<file path="src/dcache_config.svh">
// Geometry is fixed at 4 ways of 8-byte lines over 4 KiB of data space; other values are untested
`ifndef DCACHE_CONFIG_SVH
`define DCACHE_CONFIG_SVH

// Byte address width of the processor memory port
`define DCACHE_ADDR_BITS 14

// Line geometry
`define DCACHE_LINE_BYTES 8
`define DCACHE_LINE_WORDS 2
`define DCACHE_OFFSET_BITS 3

// Number of ways and the width of the recency counter that orders them
`define DCACHE_LINES 4
`define DCACHE_AGE_BITS 2

// Backing memory depth in lines (4 KiB)
`define DCACHE_MEM_LINES 512

// First byte address that maps onto backing memory line 0
`define DCACHE_DATA_BASE 14'h1000

// Memory-mapped LED register, never cached
`define DCACHE_LED_ADDR 14'h2000

`endif

</file>
<file path="src/dcache_pkg.sv">
// Shared types of the data cache; widths follow dcache_config.svh and must stay consistent with it
`default_nettype none

`include "dcache_config.svh"

package dcache_pkg;

	typedef logic [`DCACHE_ADDR_BITS-1:0] addr_t;
	typedef logic [31:0] word_t;

	// Line address, the byte address with the offset dropped
	typedef logic [`DCACHE_ADDR_BITS-`DCACHE_OFFSET_BITS-1:0] tag_t;

	typedef logic [`DCACHE_LINE_BYTES*8-1:0] line_data_t;

	// Age 0 marks the oldest way, the highest value the newest
	typedef logic [`DCACHE_AGE_BITS-1:0] age_t;

	typedef logic [$clog2(`DCACHE_MEM_LINES)-1:0] mem_index_t;

	typedef enum logic [1:0] {
		SIZE_BYTE,
		SIZE_HALF,
		SIZE_WORD
	} access_size_e;

	typedef enum logic [1:0] {
		ST_LOOKUP,
		ST_MEMORY,
		ST_FILL
	} ctrl_state_e;

	// One request on the processor memory port
	typedef struct packed {
		logic         read;
		logic         write;
		addr_t        addr;
		word_t        wdata;
		access_size_e size;
		logic         sign_ext;
	} mem_req_t;

	typedef struct packed {
		logic valid;
		tag_t tag;
		age_t age;
	} way_state_t;

endpackage

`default_nettype wire

</file>
<file path="src/cache_line.sv">
// One cache way; init_age must be unique per way and below DCACHE_LINES so the ages form a permutation
`timescale 1ns/1ps
`default_nettype none

`include "dcache_config.svh"

module cache_line
	import dcache_pkg::*;
#(
	parameter int unsigned init_age = 0
) (
	input  wire        clk,
	input  wire        arst_n,
	input  addr_t      cur_addr,
	input  wire        select,
	input  age_t       acc_age,
	input  wire        touch,
	input  wire        write,
	input  line_data_t wline,
	output way_state_t state,
	output line_data_t data
);

	logic       valid_q;
	age_t       age_q;
	tag_t       tag_q;
	line_data_t data_q;

	// Control state of the way
	always_ff @(posedge clk or negedge arst_n) begin
		if (!arst_n) begin
			valid_q <= 1'b0;
			age_q   <= age_t'(init_age);
		end else begin
			if (write && select) begin
				valid_q <= 1'b1;
			end
			// The accessed way becomes the newest, younger ways than its old age step down
			if (touch) begin
				if (select) begin
					age_q <= age_t'(`DCACHE_LINES - 1);
				end else if (age_q > acc_age) begin
					age_q <= age_q - 1'b1;
				end
			end
		end
	end

	always_ff @(posedge clk) begin
		if (write && select) begin
			tag_q  <= cur_addr[`DCACHE_ADDR_BITS-1:`DCACHE_OFFSET_BITS];
			data_q <= wline;
		end
	end

	assign state.valid = valid_q;
	assign state.tag   = tag_q;
	assign state.age   = age_q;
	assign data        = data_q;

endmodule

`default_nettype wire

</file>
<file path="config.mk">
export PLATFORM = sky130hd
export DESIGN_NAME = cache_line
export DESIGN_NICKNAME = d
export VERILOG_FILES = /design/src/dcache_pkg.sv /design/src/cache_line.sv
export VERILOG_INCLUDE_DIRS = /design/src
export SDC_FILE = /design/constraint.sdc
export NUM_CORES = 1
export LEC_CHECK = 0
export ABC_AREA = 1
export BUFFER_PORTS_ARGS = -buffer_cell sky130_fd_sc_hd__buf_2
export CORE_ASPECT_RATIO = 0.7
export CORE_UTILIZATION = 32
export CTS_BUF_LIST = sky130_fd_sc_hd__clkbuf_2
export DETAILED_ROUTE_END_ITERATION = 8
export GPL_ROUTABILITY_DRIVEN = 1
export GPL_TIMING_DRIVEN = 0
export SYNTH_ARGS = -nofsm -noshare
export SYNTH_HDL_FRONTEND = slang
export SYNTH_SLANG_ARGS = --single-unit
</file>
<file path="constraint.sdc">
create_clock -name clk -period 1.6 [get_ports clk]
set_clock_uncertainty 0.05 [all_clocks]
set_input_delay 0.32 -clock clk [delete_from_list [all_inputs] [get_ports clk]]
set_output_delay 0.32 -clock clk [all_outputs]
set_load 0.01 [all_outputs]
</file>
==> run_results.csv <==
group,metric,value,unit
synth,synth_cell_types,12,
clock_tree,tritoncts,"done",
grt,grt_first_pass_wirelength,8.89,mm
die,core_area,7350,um2
layout,mostFrequentLayoutCells,"buf_2 (158), dlygate4sd3_1 (78), edfxtp_1 (75)",
synth,synth_warnings,0,
die,die-height,75.3,um
sta,max_clock_freq,677,MHz
synth,seq_area_frac_synth,94.7,%
setup_path,crit_fanout,5,
grt,grt_pass1_vias,1919,
die,placementRows,26,
hold_path,worstHoldStart,"select",
placement,port_buffers,159,
clock_tree,cts_num_sinks,78,
power_and_ir_drop,power,0.00430,W
placement,post_dp_cell_area,3420,um2
routing,via_count,1873,
grt,antenna_found_initial,0,
clock_tree,clock_path_buffers,2,
routing,maxUsedRoutingLayer,"met4",
synth,postSynthNetCount,191,
layout,n_fill_cell,578,
clock_tree,cts_buffers,9,
setup_path,worst-path-buf-inv,1,
setup_path,endpoint_kind,"output port",
sta,hold_viol,0,
die,die_area,8040,um2
placement,gp_routability_congestion,0.789,
layout,final_nets,439,
sta,setup_tns,0,ps
synth,yosys_register_bits,78,
routing,ant_nets,0,
synth,synthesis.area,2460,um2
clock_tree,clock_latency,470,ps
layout,final_common_cell,"buf_2",
clock_tree,h-tree-depth,3,
outcome,outcome,"complete, no violations",
setup_path,r2r_cells,8,
sta,finalCriticalPeriod,1480,ps
layout,syn2layout_area_growth,76.2,%
die,start_util,33.4,%
clock_tree,path_clk_slew,180,ps
setup_path,critPathKind,"flip-flop to output port",
routing,drc,0,
routing,dr_wl_met2,2.91,mm
sta,hold_ws,213,ps
flow_run,drv_cap,0,
routing,met1_length,2.40,mm
die,ioPinCount,163,
placement,dpl.hpwl,3.88,mm
setup_path,cpMaxStageDelayCell,"dfrtp_1",
setup_path,start_kind,"flip-flop",
setup_path,cp-endpoint,"state[1]",
routing,routed_wl,6.18,mm
routing,wl_per_cell,13.6,um
routing,drt_iter0_markers,66,
layout,drive_gt1_share,50.3,%
sta,rsz0062_at_grt,"false",
synth,avgSynthCellArea,23.6,um2
sta,maxSlewViolCount,0,
sta,fin_crit_sh,92.3,%
die,die_w,107,um
hold_path,hp-class,"input port to flip-flop",
routing,firstDrtPassIters,4,
clock_tree,cts_root_buf,"clkbuf_2",
grt,overflow,0,
setup_path,cp_cell_sequence,"buf_2",
power_and_ir_drop,ir_drop,0.643,mV
setup_path,worstPathArrival,1110,ps
grt,grtUsageTotal,15.4,%
sta,finalSetupViolations,0,
setup_path,cp-startpoint,"age_q[1]",
setup_path,cp.depth,1,
setup_path,required,1230,ps
routing,met3_length,781,um
power_and_ir_drop,powerDensity,992,nW/um2
setup_path,cpLargestDelayFamily,"flip-flops",
sta,worstMarginPinSlew,682,ps
routing,viasPerCell,4.13,
grt,grt_max_degree,46,
setup_path,reg2reg_slack,270,ps
layout,postLayoutCellArea,4330,um2
sta,relSlewSlack,54.5,%
power_and_ir_drop,leakagePower,1.85,nW
layout,n_antenna_cell,0,
synth,synthCells,104,
setup_path,worstReg2RegEnd,"age_q[1]",
setup_path,r2r_start,"age_q[1]",
setup_path,slowest_delay,470,ps
==> kinds of logic after synthesis <==
group                    synth area share, %
flip-flops                              94.7
buffers and inverters                   1.22
AND/OR/NAND/NOR                         2.70
adder cells (fa/ha/maj)                 1.02
AO/OA/AOI/OAI                          0.407
==> metrics by stage <==
stage / setup WS [ps] / cells / util [%]
floorplan: -403 / 104 / -
global placement: -1010 / 361 / 46.2
detailed placement: -286 / 362 / 46.5
CTS: 28.0 / 454 / 58.9
global route: 2.79 / 454 / 58.9
finish: 124 / 454 / 58.9
==> registers in the layout, indices dropped and copies added, names as in the netlist <==
signal   flops
data        64
tag_q       11
valid_q      1
age_q        2
==> synth_stat cells <==
cell type / count / share of area [%]
nand3_1: 2 / 0.41
buf_4: 1 / 0.31
a21oi_1: 1 / 0.20
dfrtp_1: 3 / 3.1
inv_1: 6 / 0.92
or2_2: 1 / 0.25
o21ai_0: 1 / 0.20
ha_1: 2 / 1.0
edfxtp_1: 75 / 92
nand2_2: 1 / 0.25
nand2_1: 10 / 1.5
nand4_1: 1 / 0.25
==> worst min-delay path by stage <==
stage	cells past startpoint	endpoint	slack (ps)
after floorplan	0	age_q[0]	-30
after global placement	1	age_q[0]	70
after detailed placement	1	age_q[0]	70
after CTS	5	age_q[1]	120
after global routing	5	age_q[0]	160
final	5	age_q[1]	210
==> power breakdown <==
part	internal [W]	switching, W	total, W
Combinational	0.000353	0.000319	0.000672
Sequential	0.00241	0.0000676	0.00248
Clock	0.000505	0.000644	0.00115
Total	0.00327	0.00103	0.00430
==> layer usage <==
layer / track usage, % / vias to the layer above
li1: - / 891
met1: 16.8 / 857
met2: 25.7 / 115
met3: 8.64 / 10
met4: 5.94 / 0
met5: 0 / -
==> worst register-to-register path, stage by stage (launching register included) <==
cell	delay (ps)
dfrtp_1	470
ha_1	320
nand2_1	50
nand2_1	80
nand2_1	70
nand2_2	70
nand2_1	50
nand2_1	50
nand2_1	40
==> final cells by class <==
class	count	area, um2	share of cell area [%]
well taps	98	123	2.83
flip-flops and latches	78	2330	53.7
repair buffers	238	1600	37.0
clock buffers	9	45.0	1.04
clock inverters	6	87.6	2.02
multi-input cells	19	120	2.77
inverters	6	26.3	0.606
==> repair_timing <==
action | CTS | global route
cloned | 0 | 0
setup buffers | 0 | 0
endpoints found under the hold margin | 80 | 0
gates resized for setup | 1 | 1
endpoints found under the setup margin | 1 | 1
pin swaps | 0 | 0
hold buffers | 78 | 0
Power figures use the tool's default switching activity.
