[src/dcache_config.svh]
// Geometry is fixed at 4 ways of 8-byte lines over 4 KiB of data space; other values are untested
`ifndef DCACHE_CONFIG_SVH
`define DCACHE_CONFIG_SVH

// Byte address width of the processor memory port
`define DCACHE_ADDR_BITS 14

// Line geometry
`define DCACHE_LINE_BYTES 8
`define DCACHE_LINE_WORDS 2
`define DCACHE_OFFSET_BITS 3

// Number of ways and the width of the recency counter that orders them
`define DCACHE_LINES 4
`define DCACHE_AGE_BITS 2

// Backing memory depth in lines (4 KiB)
`define DCACHE_MEM_LINES 512

// First byte address that maps onto backing memory line 0
`define DCACHE_DATA_BASE 14'h1000

// Memory-mapped LED register, never cached
`define DCACHE_LED_ADDR 14'h2000

`endif

[src/dcache_pkg.sv]
// Shared types of the data cache; widths follow dcache_config.svh and must stay consistent with it
`default_nettype none

`include "dcache_config.svh"

package dcache_pkg;

	typedef logic [`DCACHE_ADDR_BITS-1:0] addr_t;
	typedef logic [31:0] word_t;

	// Line address, the byte address with the offset dropped
	typedef logic [`DCACHE_ADDR_BITS-`DCACHE_OFFSET_BITS-1:0] tag_t;

	typedef logic [`DCACHE_LINE_BYTES*8-1:0] line_data_t;

	// Age 0 marks the oldest way, the highest value the newest
	typedef logic [`DCACHE_AGE_BITS-1:0] age_t;

	typedef logic [$clog2(`DCACHE_MEM_LINES)-1:0] mem_index_t;

	typedef enum logic [1:0] {
		SIZE_BYTE,
		SIZE_HALF,
		SIZE_WORD
	} access_size_e;

	typedef enum logic [1:0] {
		ST_LOOKUP,
		ST_MEMORY,
		ST_FILL
	} ctrl_state_e;

	// One request on the processor memory port
	typedef struct packed {
		logic         read;
		logic         write;
		addr_t        addr;
		word_t        wdata;
		access_size_e size;
		logic         sign_ext;
	} mem_req_t;

	typedef struct packed {
		logic valid;
		tag_t tag;
		age_t age;
	} way_state_t;

endpackage

`default_nettype wire

[src/load_store_align.sv]
// Byte lane alignment for loads and stores; halfword and word accesses are assumed to be naturally aligned
`timescale 1ns/1ps
`default_nettype none

`include "dcache_config.svh"

module load_store_align
	import dcache_pkg::*;
(
	input  mem_req_t   cur_req,
	input  wire        filling,
	input  line_data_t sel_data,
	input  line_data_t fill_data,
	output line_data_t wline,
	output word_t      load_word
);

	word_t [`DCACHE_LINE_WORDS-1:0] base_words;
	word_t [`DCACHE_LINE_WORDS-1:0] merged_words;
	logic [`DCACHE_OFFSET_BITS-3:0] word_idx;
	logic [1:0]                     byte_off;
	word_t                          base_word;
	word_t                          merged_word;
	logic [7:0]                     load_byte;
	logic [15:0]                    load_half;

	assign word_idx = cur_req.addr[`DCACHE_OFFSET_BITS-1:2];
	assign byte_off = cur_req.addr[1:0];

	// During a fill the line arrives from memory instead of the way
	assign base_words = filling ? fill_data : sel_data;
	assign base_word  = base_words[word_idx];

	// Store merge into the addressed word
	always_comb begin
		merged_word = base_word;
		unique case (cur_req.size)
			SIZE_BYTE: merged_word[byte_off*8 +: 8] = cur_req.wdata[7:0];
			SIZE_HALF: merged_word[byte_off[1]*16 +: 16] = cur_req.wdata[15:0];
			default:   merged_word = cur_req.wdata;
		endcase
	end

	always_comb begin
		merged_words = base_words;
		if (cur_req.write) begin
			merged_words[word_idx] = merged_word;
		end
	end

	assign wline = merged_words;

	// Loads read the merged line so a store reports what it left behind
	assign load_byte = merged_words[word_idx][byte_off*8 +: 8];
	assign load_half = merged_words[word_idx][byte_off[1]*16 +: 16];

	always_comb begin
		unique case (cur_req.size)
			SIZE_BYTE: begin
				load_word = {{24{cur_req.sign_ext & load_byte[7]}}, load_byte};
			end
			SIZE_HALF: begin
				load_word = {{16{cur_req.sign_ext & load_half[15]}}, load_half};
			end
			default: begin
				load_word = merged_words[word_idx];
			end
		endcase
	end

endmodule

`default_nettype wire
[config.mk]
export PLATFORM = sky130hd
export DESIGN_NAME = load_store_align
export DESIGN_NICKNAME = d
export VERILOG_FILES = /design/src/dcache_pkg.sv /design/src/load_store_align.sv
export VERILOG_INCLUDE_DIRS = /design/src
export SDC_FILE = /design/constraint.sdc
export NUM_CORES = 1
export LEC_CHECK = 0
export ABC_AREA = 0
export BUFFER_PORTS_ARGS = -buffer_cell sky130_fd_sc_hd__buf_2
export CORE_AREA = 2 2 107 109
export DETAILED_ROUTE_END_ITERATION = 10
export DIE_AREA = 0 0 109 111
export GPL_ROUTABILITY_DRIVEN = 1
export MAX_ROUTING_LAYER = met4
export PLACE_DENSITY = 0.83
export SETUP_SLACK_MARGIN = 0.5
export SLEW_MARGIN = 25
export SYNTH_ARGS = -nofsm -noshare
export SYNTH_HDL_FRONTEND = slang
export SYNTH_SLANG_ARGS = --single-unit
[constraint.sdc]
create_clock -name vclk -period 7.1
set_input_delay 0.355 -clock vclk [all_inputs]
set_output_delay 0.355 -clock vclk [all_outputs]
set_load 0.03 [all_outputs]
==> results by stage, run 1 <==
STA:
- The number of max-slew violations in the final report was 0.
- The ratio of final minimum period to clock period is 0.668.
- The remaining max-slew budget at the tightest pin is 0.240.
- The worst path in the final design needs a cycle of 4.74 ns, including I/O delays and setup.
- After routing, the total negative slack on setup checks comes to 0 ns.
- Timing would allow up to 211 MHz.
- The count of final hold-check violations is 0.
- Setup repair after global routing left no endpoint under its margin.
- The number of setup violations in the final report is 0.
- The hold slack is 1.16 ns.
- For the pin with the worst max-slew slack, the measured transition is 1.14 ns.

Placed design:
- After detailed placement, the design holds a cell count of 1068.
- The HPWL after detailed placement is 17700 um.
- The congestion estimate from routability-driven global placement came to 1.05.
- The number of input and output port buffers inserted is 264.

Global routing:
- The wire length of the first global-routing pass is 34600 um.
- After global routing the overflow that remains totals 0.
- The largest net degree at the start of global routing is 66.
- The number of antenna violations at the first check in global routing is 0.
- The via count of the first global-routing pass is 6267.
- The overall global routing resource usage is 0.371.

Power:
- Of the total power, the clock network draws 0.
- Summed over all nets, the switching power comes to 0.420 mW.
- The internal cell power is 0.221 mW.
- In this run the power density over the cells is 104 nW/um2.
- The highest ir drop seen on vdd is 71.5 uV.
- Of the total power, combinational logic draws 1.000.
- The switching part of the total is 0.655.
- In this run the static leakage power is 2.75 nW.
- The share of total power dissipated in sequential elements is 0.

Setup path:
- Of all nets on the critical path, the largest fanout is 26.
- Walking the worst path, the cells encountered are buf_2 > inv_1 > ha_1 > nor4bb_4 > and3_1 > o221ai_1 > a32oi_1 > nand2_1 > o211ai_1 > buf_2.
- The maximum cell stage delay along the critical path is 0.69 ns.
- The cell with the most instances on the worst path is sky130_fd_sc_hd__buf_2.
- The endpoint required time on the critical path is 6.74 ns.
- The setup path with the least slack is of type in2out.
- The sort of element at the end of the critical path is an output port.
- The arrival time at the worst endpoint is 4.39 ns.
- On the critical path, the stage with the largest delay is an instance of sky130_fd_sc_hd__nor4bb_4.
- The critical path launch point type is an input pin.
- The buffering stage count on the worst path with inverters included is 3.
- Grouping stages by cell kind, the critical path spends the most delay in simple AND/OR/NAND/NOR gates.

Layout:
- The area growth from synthesis to layout is 25.8%.
- The final instance count without filler cells is 1068.
- Across the whole layout, storage elements account for 0 um2.
- In the finished design the tool counted flip-flops and latches totalling 0.
- The ratio of cells with drive above 1 in the final layout is 0.377.
- The final net count is 1112.
- The repair_antennas step left the layout with diodes totalling 0.
- Counting the clock-network buffers in the layout gives 0.

Drt:
- The total routed wirelength is 22700 um.
- The number of DRC markers in iteration 0 is 1170.
- The length of routed wiring on met1 is 8960 um.
- In the routed layout, each cell is associated on average with a via count of 6.55.
- The final antenna-violating net count is 0.
- The number of detailed-route iterations in the first pass is 6.
- The final routed DRC violation total is 0.
- In the detailed route, the total length drawn on met3 is 2890 um.
- The detailed-routed wire length on met2 is 10100 um.
- The highest metal layer carrying signal wires in the routed design is met4.
- Dividing the detail-routed wire length by the instance count gives 21.3 um.
- The total via count in the routed design is 6997.

Synthesis:
- Synthesis handed over a netlist of 728 instances.
- The most common cell in the synthesized netlist is sky130_fd_sc_hd__nand2_1.
- Yosys printed 0 warnings.
- A synthesized cell averages 6.73 um2.
- Counting distinct cell types in the post-synthesis netlist gives 65.
- Yosys attributes the largest share of cell area to sky130_fd_sc_hd__mux4_2, sky130_fd_sc_hd__o21ai_0, sky130_fd_sc_hd__a21oi_1.
- The share of synthesized area in the top cell type comes to 0.115.
- The synthesized area is 4900 um2.
- Ranked by instance count, the synthesized netlist is headed by sky130_fd_sc_hd__nand2_1, sky130_fd_sc_hd__o21ai_0, sky130_fd_sc_hd__a21oi_1.
- The cell type contributing the most total cell area after synthesis is sky130_fd_sc_hd__mux4_2.
- The portion of the post-synthesis area used by sequential elements is 0.
- The number of nets handed over by synthesis was 913.

Floorplanning:
- The die covers 12100 um2.
- From left edge to right edge, the die measures 109 um.
- The area inside the core boundary is 11100 um2.
- The chip height is 111 um.
- For this configuration, the core starts out at a cell density of 0.442.
- The count of pins on the block boundary is 276.
- The number of rows in the core area is 39.

Min path:
- The class of the worst hold path is in2out.

Clock network:
- The count of cells resized by post-cts repair is 0.
- Post-CTS timing repair inserted 0 buffers for setup.
- The number of buffers added to fix hold violations after cts is 0.

Job:
- The max-cap check violation count is 0.

Outcome:
- The run finished with clean final reports.
==> cell families (layout without fill, tap and decap cells) <==
kind of cell | count (synthesis) | after routing | share of synthesized area
AND/OR/NAND/NOR | 245 | 245 | 0.247
multiplexers | 76 | 76 | 0.249
adder cells (fa/ha/maj) | 5 | 5 | 0.0128
buffers and inverters | 88 | 285 | 0.0800
AO/OA/AOI/OAI | 314 | 314 | 0.411
==> final timing paths <==
path / slack, ns / to / depth (start not counted) / start
min: 1.16 / wline[31] / 4 / fill_data[31]
max: 2.36 / load_word[18] / 10 / cur_req[36]
==> stage by stage <==
step | power (mW) | setup slack [ns] | instance area, um2 | utilization
final | 0.641 | 2.36 | 6160 | 0.556
after CTS | 0.626 | 2.26 | 6150 | 0.555
after global placement | 0.617 | 2.36 | 6130 | 0.554
after detailed placement | 0.624 | 2.27 | 6150 | 0.555
after floorplan | 0.423 | 3.28 | 4900 | -
after global routing | 0.680 | 2.11 | 6160 | 0.556
==> per-layer routing <==
metal  track usage  up-vias
li1              -     3198
met1         0.527     3157
met2         0.568      568
met3        0.0359       74
met4        0.0795        0
met5             -        -
==> layout make-up <==
class / count / area, um2
inverter: 13 / 48.8
tap: 143 / 179
timing repair buffer: 272 / 1380
fill: 1108 / 4920
multi-input combinational: 640 / 4550
==> layout by cell type (no fill, tap or decap), drive strengths merged, types with 6 or more instances in the layout <==
master	n
a31o	6
inv	13
a31oi	14
mux4	32
or2	10
nand3	9
nor2b	34
o22ai	19
mux2	25
and2	10
nor2	59
and3	6
o221ai	7
a2bb2oi	10
a21o	6
a211oi	28
a21oi	76
nand2	83
a21boi	7
nand2b	10
mux2i	19
o21ai	82
buf	272
o211ai	16
==> power groups by stage <==
stage          Sequential [mW]  Clock, mW  Combinational (mW)
2_1_floorplan                0          0               0.423
3_3_place_gp                 0          0               0.617
3_5_place_dp                 0          0               0.624
4_1_cts                      0          0               0.626
5_1_grt                      0          0               0.680
6_report                     0          0               0.641
Power figures use the tool's default switching activity.
==> inputs of run 2 (changes only) <==
CORE_AREA = unset   (was 2 2 107 109)
CORE_UTILIZATION = 43   (was unset)
DIE_AREA = unset   (was 0 0 109 111)
clock period = 3.9 ns   (was 7.1 ns; I/O delays follow)
==> run 2 against run 1 <==
Compared with the run above:
- non-clock buffer count increased by 16
- die area fell by 2.3%
- final area up 2.3%
- sequential cell count did not move
- first-iteration DRC count decreased by 19%
- largest power group unchanged
- highest routed layer unchanged
==> results by stage, run 2 (synthesis results as in run 1) <==
Power:
- The power density over the cells is 189 nW/um2.
- The analysis attributes to cell leakage a power of 2.83 nW.
- The worst-case IR drop observed on VDD is 122 uV.

STA:
- The achievable clock frequency is 313 MHz.
- The slew at the pin with the worst max-slew slack is 1.01 ns.
- Setup violations remaining at the end of the flow were counted as 0.
- Once routing completed, OpenROAD measured the worst setup slack at 0.704 ns.
- The smallest clock period supported by the final layout is computed as 3.20 ns.
- The remaining max-slew budget at the tightest pin is 0.321.
- Setup repair after global routing left no endpoint under its margin.
- The ratio of final minimum period to clock period is 0.820.
- In the final timing run, aggregate negative setup slack is 0 ns.
- The count of final hold-check violations was 0.
- The number of max-slew violations in the final report is 0.

Layout:
- The final net count is 1129.
- The fill cell instance count of the final layout is 1106.
- The number of antenna diodes is 0.
- The leading cell type in the layout, fill and taps excluded is sky130_fd_sc_hd__buf_2.
- In the layout the commonest cells are sky130_fd_sc_hd__buf_2, sky130_fd_sc_hd__nand2_1, sky130_fd_sc_hd__o21ai_0, sky130_fd_sc_hd__a21oi_1, sky130_fd_sc_hd__nor2_1.
- The ratio of cells with drive above 1 in the final layout is 0.387.
- The area growth from synthesis to layout is 28.7%.
- Across the whole layout, storage elements account for 0 um2.
- The footprint of the multi-input gates is 4550 um2.
- The number of clock buffers in the layout is 0.
- Sequential cells placed in the final layout were counted as 0.

Setup path:
- The maximum fanout count along the critical path is 15.
- For this design, the slowest cell found on the critical path is sky130_fd_sc_hd__ha_1.
- The arrival time at the worst endpoint is 3.00 ns.
- The class of the most critical setup path is in2out.
- The signal on the critical path passes through clkbuf_4 > inv_1 > ha_1 > nor4bb_1 > buf_4 > and3_1 > o221ai_1 > nand4_1 > o311ai_2 > o21ai_0 > buf_2.
- The maximum cell stage delay along the critical path is 0.42 ns.
- The sort of element at the end of the critical path is an output port.
- At the worst endpoint, the required time is 3.70 ns.
- STA classifies the critical path startpoint as an input pin.

Floorplanning:
- The area inside the core boundary is 11000 um2.
- The full die area is 11800 um2.
- During I/O placement, the number of pins put on the boundary was 276.
- Measured along the y axis, the die boundary spans 109 um.
- The number of rows in the core area is 38.
- In this run the horizontal extent of the chip is 109 um.
- For this configuration, the core starts out at a cell density of 0.446.

Drt:
- The detailed router placed 7175 vias in this run.
- In the routed design, unresolved DRC markers number 0.
- The final layout contains routed wiring with a total length of 22900 um.
- After the first detailed-routing iteration, the DRC count stood at 942.
- After detailed routing, the number of vias per cell comes to 6.63.
- The pre-antenna-repair detailed-routing pass consisted of 7 iterations.
- After detailed routing, the average wire length per cell comes to 21.2 um.
- Once detail routing completed, the nets flagged for antenna violations numbered 0.

Global routing:
- The overall global routing resource usage is 0.380.
- The largest net degree at the start of global routing is 84.
- The number of antenna violations at the first check in global routing is 0.
- The wire length of the first global-routing pass is 33800 um.
- The sum of overflow across all layers after global routing is 0.
- The via count of the first global-routing pass was 6143.

Clock network:
- Once the clock tree was built, the setup fixing pass inserted 0 buffers.
- After clock tree synthesis, the repair step resized 0 gates.
- For this design, the CTS-stage hold fixing added 0 buffers.

Placed design:
- During placement, the flow inserted port buffers numbering 264.
- The half-perimeter wire length after placement is 18100 um.
- The last weighted congestion value of the routability-driven placer is 1.04.
- The setup slack after placement is 0.672 ns.

Outcome:
- The flow ran to the end, and the final reports show no timing, DRC or antenna violations.

Min path:
- The class of the worst hold path is in2out.

Job:
- The max-cap check violation count is 0.
[run 2: stage by stage]
stage | cells | power (mW) | utilization | instance area, um2 | hold slack, ns
2_1_floorplan | 728 | 0.770 | - | 4900 | 0.707
4_1_cts | 1081 | 1.16 | 0.572 | 6280 | 0.830
5_1_grt | 1082 | 1.26 | 0.574 | 6300 | 0.856
6_report | 1082 | 1.19 | 0.574 | 6300 | 0.832
3_3_place_gp | 1081 | 1.14 | 0.571 | 6270 | 0.835
3_5_place_dp | 1081 | 1.15 | 0.572 | 6280 | 0.831
[run 2: worst max-delay path: cells and delay by family]
family	cells	cell delay [ns]
compound gates	3	0.75
fa+ha+maj	1	0.42
buf+inv	4	0.87
simple gates	3	0.76
[run 2: where the power goes]
| group | internal (mW) | switching (mW) |
|---|---|---|
| registers | 0 | 0 |
| logic | 0.418 | 0.773 |
| clock network | 0 | 0 |
| total | 0.418 | 0.773 |
[run 2: final cells by class]
| class | instances | area share |
|---|---|---|
| inverters | 13 | 0.00774 |
| well taps | 140 | 0.0278 |
| repair buffers | 288 | 0.243 |
| multi-input cells | 641 | 0.721 |
[run 2: per-layer routing]
metal,share of wire,vias up,track usage
met5,0,-,-
met4,0.039,0,0.116
met3,0.12,73,0.0371
met2,0.44,550,0.574
met1,0.40,3313,0.533
li1,-,3239,-
[run 2: worst paths after layout]
path | start | to | cells past startpoint | slack, ns
worst max-delay path | cur_req[35] | load_word[22] | 11 | 0.70
worst min-delay path | fill_data[29] | wline[29] | 4 | 0.83
