File: src/dcache_config.svh
// Geometry is fixed at 4 ways of 8-byte lines over 4 KiB of data space; other values are untested
`ifndef DCACHE_CONFIG_SVH
`define DCACHE_CONFIG_SVH

// Byte address width of the processor memory port
`define DCACHE_ADDR_BITS 14

// Line geometry
`define DCACHE_LINE_BYTES 8
`define DCACHE_LINE_WORDS 2
`define DCACHE_OFFSET_BITS 3

// Number of ways and the width of the recency counter that orders them
`define DCACHE_LINES 4
`define DCACHE_AGE_BITS 2

// Backing memory depth in lines (4 KiB)
`define DCACHE_MEM_LINES 512

// First byte address that maps onto backing memory line 0
`define DCACHE_DATA_BASE 14'h1000

// Memory-mapped LED register, never cached
`define DCACHE_LED_ADDR 14'h2000

`endif

File: src/dcache_pkg.sv
// Shared types of the data cache; widths follow dcache_config.svh and must stay consistent with it
`default_nettype none

`include "dcache_config.svh"

package dcache_pkg;

	typedef logic [`DCACHE_ADDR_BITS-1:0] addr_t;
	typedef logic [31:0] word_t;

	// Line address, the byte address with the offset dropped
	typedef logic [`DCACHE_ADDR_BITS-`DCACHE_OFFSET_BITS-1:0] tag_t;

	typedef logic [`DCACHE_LINE_BYTES*8-1:0] line_data_t;

	// Age 0 marks the oldest way, the highest value the newest
	typedef logic [`DCACHE_AGE_BITS-1:0] age_t;

	typedef logic [$clog2(`DCACHE_MEM_LINES)-1:0] mem_index_t;

	typedef enum logic [1:0] {
		SIZE_BYTE,
		SIZE_HALF,
		SIZE_WORD
	} access_size_e;

	typedef enum logic [1:0] {
		ST_LOOKUP,
		ST_MEMORY,
		ST_FILL
	} ctrl_state_e;

	// One request on the processor memory port
	typedef struct packed {
		logic         read;
		logic         write;
		addr_t        addr;
		word_t        wdata;
		access_size_e size;
		logic         sign_ext;
	} mem_req_t;

	typedef struct packed {
		logic valid;
		tag_t tag;
		age_t age;
	} way_state_t;

endpackage

`default_nettype wire

File: src/dcache_ctrl.sv
// Cache controller; only one miss in flight and addresses below DCACHE_DATA_BASE wrap into the memory
`timescale 1ns/1ps
`default_nettype none

`include "dcache_config.svh"

module dcache_ctrl
	import dcache_pkg::*;
(
	input  wire        clk,
	input  wire        arst_n,
	input  mem_req_t   req,
	output mem_req_t   cur_req,
	input  wire        hit,
	input  way_state_t sel_state,
	input  line_data_t sel_data,
	input  word_t      load_word,
	output logic       way_write,
	output logic       way_touch,
	output logic       mem_we,
	output mem_index_t mem_widx,
	output line_data_t mem_wline,
	output mem_index_t mem_ridx,
	output word_t      read_data,
	output logic       stall,
	output logic [7:0] led
);

	ctrl_state_e state;
	mem_req_t    req_buf;
	logic        is_led;
	logic        cache_access;
	logic        lookup;

	function automatic mem_index_t tag_to_index(input tag_t tag);
		tag_t offset_tag;
		offset_tag = tag - tag_t'(`DCACHE_DATA_BASE >> `DCACHE_OFFSET_BITS);
		return mem_index_t'(offset_tag);
	endfunction

	assign lookup = (state == ST_LOOKUP);

	// The live request is served in lookup, the buffered one while a miss is in flight
	assign cur_req = lookup ? req : req_buf;

	assign is_led       = (cur_req.addr == `DCACHE_LED_ADDR);
	assign cache_access = (cur_req.read || cur_req.write) && !is_led;

	assign way_touch = (lookup && cache_access && hit) || (state == ST_FILL);
	assign way_write = (lookup && cache_access && hit && cur_req.write) || (state == ST_FILL);

	// Victim write-back and fill read both happen in ST_MEMORY
	assign mem_we    = (state == ST_MEMORY) && sel_state.valid;
	assign mem_widx  = tag_to_index(sel_state.tag);
	assign mem_wline = sel_data;
	assign mem_ridx  = tag_to_index(cur_req.addr[`DCACHE_ADDR_BITS-1:`DCACHE_OFFSET_BITS]);

	assign stall = !lookup;

	always_ff @(posedge clk) begin
		if (lookup) begin
			req_buf <= req;
		end
	end

	always_ff @(posedge clk or negedge arst_n) begin
		if (!arst_n) begin
			state     <= ST_LOOKUP;
			read_data <= '0;
			led       <= '0;
		end else begin
			unique case (state)
				ST_LOOKUP: begin
					if (cache_access) begin
						if (hit) begin
							read_data <= load_word;
						end else begin
							state <= ST_MEMORY;
						end
					end
					if (cur_req.write && is_led) begin
						led <= cur_req.wdata[7:0];
					end
				end
				ST_MEMORY: begin
					state <= ST_FILL;
				end
				ST_FILL: begin
					read_data <= load_word;
					state     <= ST_LOOKUP;
				end
				default: begin
					state <= ST_LOOKUP;
				end
			endcase
		end
	end

endmodule

`default_nettype wire

File: config.mk
export PLATFORM = sky130hd
export DESIGN_NAME = dcache_ctrl
export DESIGN_NICKNAME = d
export VERILOG_FILES = /design/src/dcache_pkg.sv /design/src/dcache_ctrl.sv
export VERILOG_INCLUDE_DIRS = /design/src
export SDC_FILE = /design/constraint.sdc
export NUM_CORES = 1
export LEC_CHECK = 0
export ABC_AREA = 1
export BUFFER_PORTS_ARGS = -buffer_cell sky130_fd_sc_hd__buf_4
export CAP_MARGIN = 20
export CORE_AREA = 2 2 132 134
export CTS_CLUSTER_SIZE = 30
export DETAILED_ROUTE_END_ITERATION = 16
export DIE_AREA = 0 0 134 136
export SYNTH_ARGS = -nofsm -noshare
export SYNTH_HDL_FRONTEND = slang
export SYNTH_SLANG_ARGS = --single-unit
File: constraint.sdc
create_clock -name clk -period 4.5 [get_ports clk]
set_input_delay 0.9 -clock clk [delete_from_list [all_inputs] [get_ports clk]]
set_output_delay 0.9 -clock clk [all_outputs]
set_load 0.01 [all_outputs]
==> results.md, run 1 <==
- Yosys top cell area share: 25.6%
- Synth top cells by count: nand2_1 (214), buf_4 (83), dfxtp_1 (51)
- H-tree depth: 3
- Fmax: approximately 270 MHz
- Largest net degree at the start of global routing: 43
- Final setup viols: 0
- Share of cells above drive strength 1: about 36%
- Synth area leader: dfrtp_1
- Min-delay worst type: reg2reg
- I/O pin total: ~340
- Mapped Nets: around 670
- Worst-skew pair later-pin latency: between 0.3 and 0.4 ns
- Grt ovf: 0
- Die area: between 15000 and 20000 um2
- Final period utilization: 81.8%
- Crit start category: register
- GP Congestion: around 0.73
- Primary FF master, synth: dfxtp_1
- N_diodes: 0
- Required @ worst endpoint: approximately 3.6 ns
- Drt wl/cell: roughly 13 um
- Area grow syn2layout: 31.3%
- Num rows: 48
- CTS clk-pin slew, worst paths: roughly 0.07 ns
- Max Cap Viol: 0
- Flop and latch count out of synthesis: 93
- CP top delay family: simple AND/OR/NAND/NOR gates
- Root Buffer Master: clkbuf_16
- Vias after detailed routing: approximately 3.3k
- Initial core utilization: 24.3%
- Clock skew after layout: roughly 0.0097 ns
- Slew Limit Fails: 0
- Deepest clock path buffer count: 2
- Worst slew pin tran: approximately 0.58 ns
- Via density: 3.91
- Die extent in x: 134 um
- Avg Inst Size Synth: approximately 8.1 um2
- Leakage: roughly 0.0029 uW
- Fin Hold WS: about 0.44 ns
- Post-synth cell types: 23
- Routed WL: around 11000 um
- Antenna-violating nets left: 0
- Post CTS Setup Buffer Count: 0
- Fin nets: just under 800
- Max incr delay on CP: 0.45 ns
- Final Hold Fails: 0
- TNS Setup: 0 ns
- Synth async-reset ratio: roughly 45%
- Initial antenna violation count: 0
- Pre-Repair DR Iteration Count: 4
- Cell with the most instances after synthesis: nand2_1
- Hold buffers post-CTS: 0
- DP Wirelength: ~7600 um
- CP Cell Sequence: nor2_4, buf_4, o21ai_1, nand2_1, nor2_2, nand2_2, nand3_4, o21ai_1, buf_4
- DR DRC count: 0
- Critical path buffer and inverter count: 2
- Input/output buffers: 190
- Relative slew slack: between 60 and 70%
- Worst Path Class, Setup: reg2out
- Num CTS Buffers: 9
- Register area share after synthesis: roughly half
- CTS tree: built
- Filler cell count: 1810
- First-pass GRT wire length: about 16000 um
- CTS resizes: 0
- Crit-path max FO: 38
- Synth warnings: 0
- DR iter-0 viols: 69
- Pwr dens: between 800 and 900 nW/um2
- Crit path DAT: approximately 2.8 ns
- Gate Count Post-Synth: between 500 and 600
- DIE HEIGHT: about 140 um
- Gr usage total: between 10% and 20%
- CTS Sinks: 93
- RSZ-0062 raised after global routing: no
- VDD IR max: roughly 0.29 mV
- EDFF count, synth: 0
- Largest cells by area after synthesis: dfrtp_1 (26%), dfxtp_1 (25%), nand2_1 (20%), buf_4 (15%), nand3_1 (4.2%)
- Post-layout min period: between 3 and 4 ns
- Slowest-stage cell, CP: dfrtp_1
- Area of the core: ~17000 um2
- Vias in the first global route: approximately 3.1k
- Post-Syn Area: roughly 4100 um2
- Status: complete, no violations
- Critical path endpoint category: primary output
sequential cells by signal, summed over array words and instances (netlist names):
register / count
led: 8
state: 2
read_data: 32
req_buf: 51
final timing paths:
kind	start	end	slack (ns)	cells past startpoint
setup / recovery	state[1]	way_write	0.82	9
hold / removal	req_buf[34]	req_buf[34]	0.44	2
setup reg to reg	state[1]	read_data[25]	1.71	11
hold reg to reg	req_buf[34]	req_buf[34]	0.44	2
max in group asynchronous	arst_n	led[6]	3.55	1
min in group asynchronous	arst_n	read_data[23]	0.55	1
report_power, final:
| group | switching, uW | internal [uW] | leakage, uW |
|---|---|---|---|
| logic | 1280 | 971 | 0.00181 |
| clock network | 327 | 405 | 0.000141 |
| registers | 145 | 1230 | 0.000961 |
| total | 1760 | 2610 | 0.00291 |
per-stage QoR:
| step | area (um2) | instances | util, % | setup slack, ns | total power, uW |
|---|---|---|---|---|---|
| detailed placement | 5100 | 820 | 30.2 | 1.09 | 3690 |
| CTS | 5380 | 836 | 31.9 | 0.721 | 4450 |
| global placement | 5100 | 820 | 30.2 | 1.09 | 3660 |
| finish | 5380 | 836 | 31.9 | 0.821 | 4360 |
| global route | 5380 | 836 | 31.9 | 0.471 | 4750 |
| floorplan | 4100 | 503 | - | 1.82 | 2770 |
cell type report:
class | instances | area, um2 | share of cell area (%)
flip-flops and latches | 93 | 2070 | 38.5
clock buffers | 11 | 253 | 4.69
clock inverters | 5 | 35.0 | 0.651
multi-input cells | 288 | 1210 | 22.5
inverters | 20 | 75.1 | 1.39
repair buffers | 194 | 1460 | 27.1
well taps | 225 | 282 | 5.23
worst min-delay path: cells and delay by family (launching register included):
kind | cells | cell delay (ns)
flops | 1 | 0.31
simple gates | 2 | 0.11
layer usage:
metal  GRT usage (%)  wire length, um  vias to the layer above  part of all wire, %
li1                -                -                     1661                    -
met3            4.10             1070                       48                   10
met5               0                0                        -                    0
met1            13.7             4440                     1393                   42
met4            8.16              529                        0                  5.0
met2            16.6             4480                      164                   43
logic make-up after synthesis:
group	count (synthesis)	synth area share [%]
AOI/OAI and AO/OA	13	1.68
buffers and inverters	122	19.9
DFF	93	50.5
and+or+nand+nor	275	27.9
placed cells by master (no fill, tap or decap), types with 2 or more instances in the layout:
cell type and n:
and2_1 8, buf_4 194, clkbuf_16 9, clkbuf_8 2, clkinv_2 2, clkinv_4 2, dfrtp_1 42, dfxtp_1 51
inv_1 18, inv_2 2, nand2_1 214, nand2_2 2, nand3_1 34, nor2_1 10, nor2_2 2, o21ai_1 11
Note: power is estimated with default switching activity, not from simulation.
==> inputs of run 2 (changes only) <==
--- a/config.mk
+++ b/config.mk
@@ -6,7 +6,7 @@
 export SDC_FILE = /design/constraint.sdc
 export NUM_CORES = 1
 export LEC_CHECK = 0
-export ABC_AREA = 1
+export ABC_AREA = 0
 export BUFFER_PORTS_ARGS = -buffer_cell sky130_fd_sc_hd__buf_4
 export CAP_MARGIN = 20
 export CORE_AREA = 2 2 132 134
==> constraint.sdc (replaced) <==
create_clock -name clk -period 3.3 [get_ports clk]
set_input_delay 0.66 -clock clk [delete_from_list [all_inputs] [get_ports clk]]
set_output_delay 0.66 -clock clk [all_outputs]
set_load 0.01 [all_outputs]
==> run 2 against run 1 <==
Critical endpoint unchanged. Final cell count fell by 11%. Highest routed layer unchanged. Clock power rose by 43%. Final area rose by 1.2%. Critical path depth fell by 1. Non-clock buffer count rose by 1. Largest power group is now sequential cells.
==> results.md, run 2 <==
- Vias in the first global route: 2901 (-7.0%)
- Area grow syn2layout: 33.2%
- Pwr dens: 644 nW/um2 (-21%)
- Grt ovf: 0 (unchanged)
- Final Hold Fails: 0 (unchanged)
- Clock skew after layout: 0.00658 ns (-0.00308 ns)
- N_diodes: 0 (unchanged)
- Num rows: 48 (unchanged)
- Switch share: 29.3% (-11 points)
- Final WS setup: 0.243 ns (-0.578 ns)
- Via density: 3.91 (+0.16%)
- H-tree depth: 3 (unchanged)
- Post-synth cell types: 26 (+13%)
- VDD IR max: 0.225 mV (-24%)
- Gr usage total: 10.8% (-0.58 points)
- Largest reg by FF count: req_buf
- Worst slack, placed: 0.582 ns (-0.507 ns)
- Relative slew slack: 62.0% (+0.55 points)
- Vias after detailed routing: 2919 (-11%)
- Post-Syn Area: 4090 um2 (-0.24%)
- Input/output buffers: 190 (unchanged)
- Deepest clock path buffer count: 2 (unchanged)
- Die extent in x: 134 um (unchanged)
- Largest cells by area after synthesis: dfrtp_1 (26%), dfxtp_1 (25%), buf_4 (15%), nand2_1 (14%), mux2_4 (11%)
- Leakage: 0.00284 uW (-2.6%)
- Clock Power Share: 29.9% (+13 points)
- Cell with the most instances after synthesis: nand2_1
- Hold buffers post-CTS: 0 (unchanged)
- DP Wirelength: 7380 um (-2.5%)
- Die area: 18200 um2 (unchanged)
- Register area share after synthesis: 50.7% (+0.12 points)
- Worst slew pin tran: 0.570 ns (-0.00832 ns)
- Num CTS Buffers: 9 (unchanged)
- Area of the core: 16900 um2 (unchanged)
- GP Congestion: 0.744 (+2.0%)
- Initial antenna violation count: 0 (unchanged)
- Most frequent cells in the layout: buf_4 (195), nand2_1 (149), dfxtp_1 (51), dfrtp_1 (42), mux2_4 (29)
- Yosys top cell area share: 25.7% (+0.063 points)
- Largest register FFs: 51 (unchanged)
- Fmax: around 330 MHz
- Critical path endpoint category: primary output
- Comb power frac: 29.3% (-22 points)
- Largest net degree at the start of global routing: 53 (+23%)
- Share of cells above drive strength 1: 49.1% (+13 points)
- First-pass GRT wire length: 15000 um (-5.7%)
- Final setup viols: 0 (unchanged)
- Initial core utilization: 24.2% (-0.059 points)
- Primary FF master, synth: dfxtp_1
- Internal Power: 2480 uW (-4.9%)
- EDFF count, synth: 0 (unchanged)
- Crit start category: register
- Slew Limit Fails: 0 (unchanged)
- Antenna-violating nets left: 0 (unchanged)
- Worst Path Class, Setup: reg2out
- Root Buffer Master: clkbuf_16
- Final period utilization: 92.6%
- Gate Count Post-Synth: 405 (-19%)
- CTS Sinks: 93 (unchanged)
- Synth async-reset ratio: 45.2% (unchanged)
- NetSw: 1030 uW (-41%)
- CTS tree: built
- Top Registers: req_buf x51, read_data x32, led x8
- Post-layout min period: 3.06 ns
- Flop and latch count out of synthesis: 93 (unchanged)
- I/O pin total: 341 (unchanged)
- Synth top cells by count: nand2_1 (149), buf_4 (82), dfxtp_1 (51)
- Post CTS Setup Buffer Count: 0 (unchanged)
- Status: complete, no violations
- DR iter-0 viols: 97 (+41%)
- Drt wl/cell: 13.5 um (+7.5%)
- TNS Setup: 0 ns (unchanged)
- RSZ-0062 raised after global routing: no
- CTS resizes: 0 (unchanged)
- Fin nets: 680 (-12%)
- Mapped Nets: 569 (-15%)
- DIE HEIGHT: 136 um (unchanged)
- CTS clk-pin slew, worst paths: 0.07 ns (about the same)
- Synth warnings: 0 (unchanged)
- Pre-Repair DR Iteration Count: 4 (unchanged)
- Routed WL: 10100 um (-4.1%)
- Max Cap Viol: 0 (unchanged)
- Sequential power share: 40.8% (+9.3 points)
- Most common cell after layout, fill and taps aside: buf_4
- Min-delay worst type: in2async
- DR DRC count: 0 (unchanged)
- Avg Inst Size Synth: 10.1 um2 (+24%)
- Crit path DAT: 2.40 ns (-0.38 ns)
- Crit-path max FO: 52 (+37%)
- Synth area leader: dfrtp_1
- Worst-skew pair later-pin latency: 0.34 ns (about the same)
- Required @ worst endpoint: 2.64 ns (-0.96 ns)
-- run 2: metal layers --
layer  GRT usage [%]  wire (um)
met5               0          0
met3            5.00        919
met2            17.7       4960
met1            11.8       3940
met4            5.20        261
-- run 2: cell type report --
class | count | area [um2]
sequential | 93 | 2070
clock buffer | 9 | 225
fill | 1752 | 11400
multi-input combinational | 214 | 1310
tap | 225 | 282
inverter | 3 | 16.3
clock inverter | 7 | 73.8
timing repair buffer | 195 | 1460
-- run 2: cells by family (layout without fill, tap and decap cells) --
logic type	after synthesis	count (layout)	share of synthesized area (%)
AOI/OAI and AO/OA	7	7	1.78
muxes	41	41	13.9
buffers and inverters	98	214	17.2
and+or+nand+nor	166	166	16.4
DFF	93	93	50.7
-- run 2: worst max-delay path, stage by stage (launching register included) --
cell	delay, ns
dfrtp_1	0.45
nor2_4	0.08
inv_6	0.05
buf_4	0.46
nand3_1	0.12
nand2_1	0.26
nand3_1	0.16
a32o_1	0.30
buf_4	0.14
-- run 2: final timing paths --
check / startpoint / to / slack [ns] / depth (start not counted)
setup / recovery: state[1] / way_write / 0.24 / 8
hold / removal: arst_n / read_data[4] / 0.31 / 1
setup reg to reg: state[1] / read_data[1] / 0.86 / 8
hold reg to reg: req_buf[17] / req_buf[17] / 0.45 / 2
max in group asynchronous: arst_n / led[5] / 2.61 / 1
min in group clk: req_buf[17] / req_buf[17] / 0.45 / 2
-- run 2: stage by stage --
stage | instances | area (um2) | util (%) | hold slack, ns | total power [uW]
floorplan | 405 | 4090 | - | 0.364 | 2070
finish | 746 | 5450 | 32.3 | 0.305 | 3510
global placement | 730 | 5150 | 30.5 | 0.431 | 2490
detailed placement | 730 | 5150 | 30.5 | 0.435 | 2500
global route | 746 | 5450 | 32.3 | 0.343 | 3710
CTS | 746 | 5450 | 32.3 | 0.303 | 3580
-- run 2: power groups by stage --
stage	logic, uW	clock network (uW)	registers [uW]
after floorplan	583	0	1480
after global placement	1040	0	1450
after detailed placement	1050	0	1450
after CTS	1050	1100	1430
after global routing	1120	1140	1460
final	1030	1050	1430
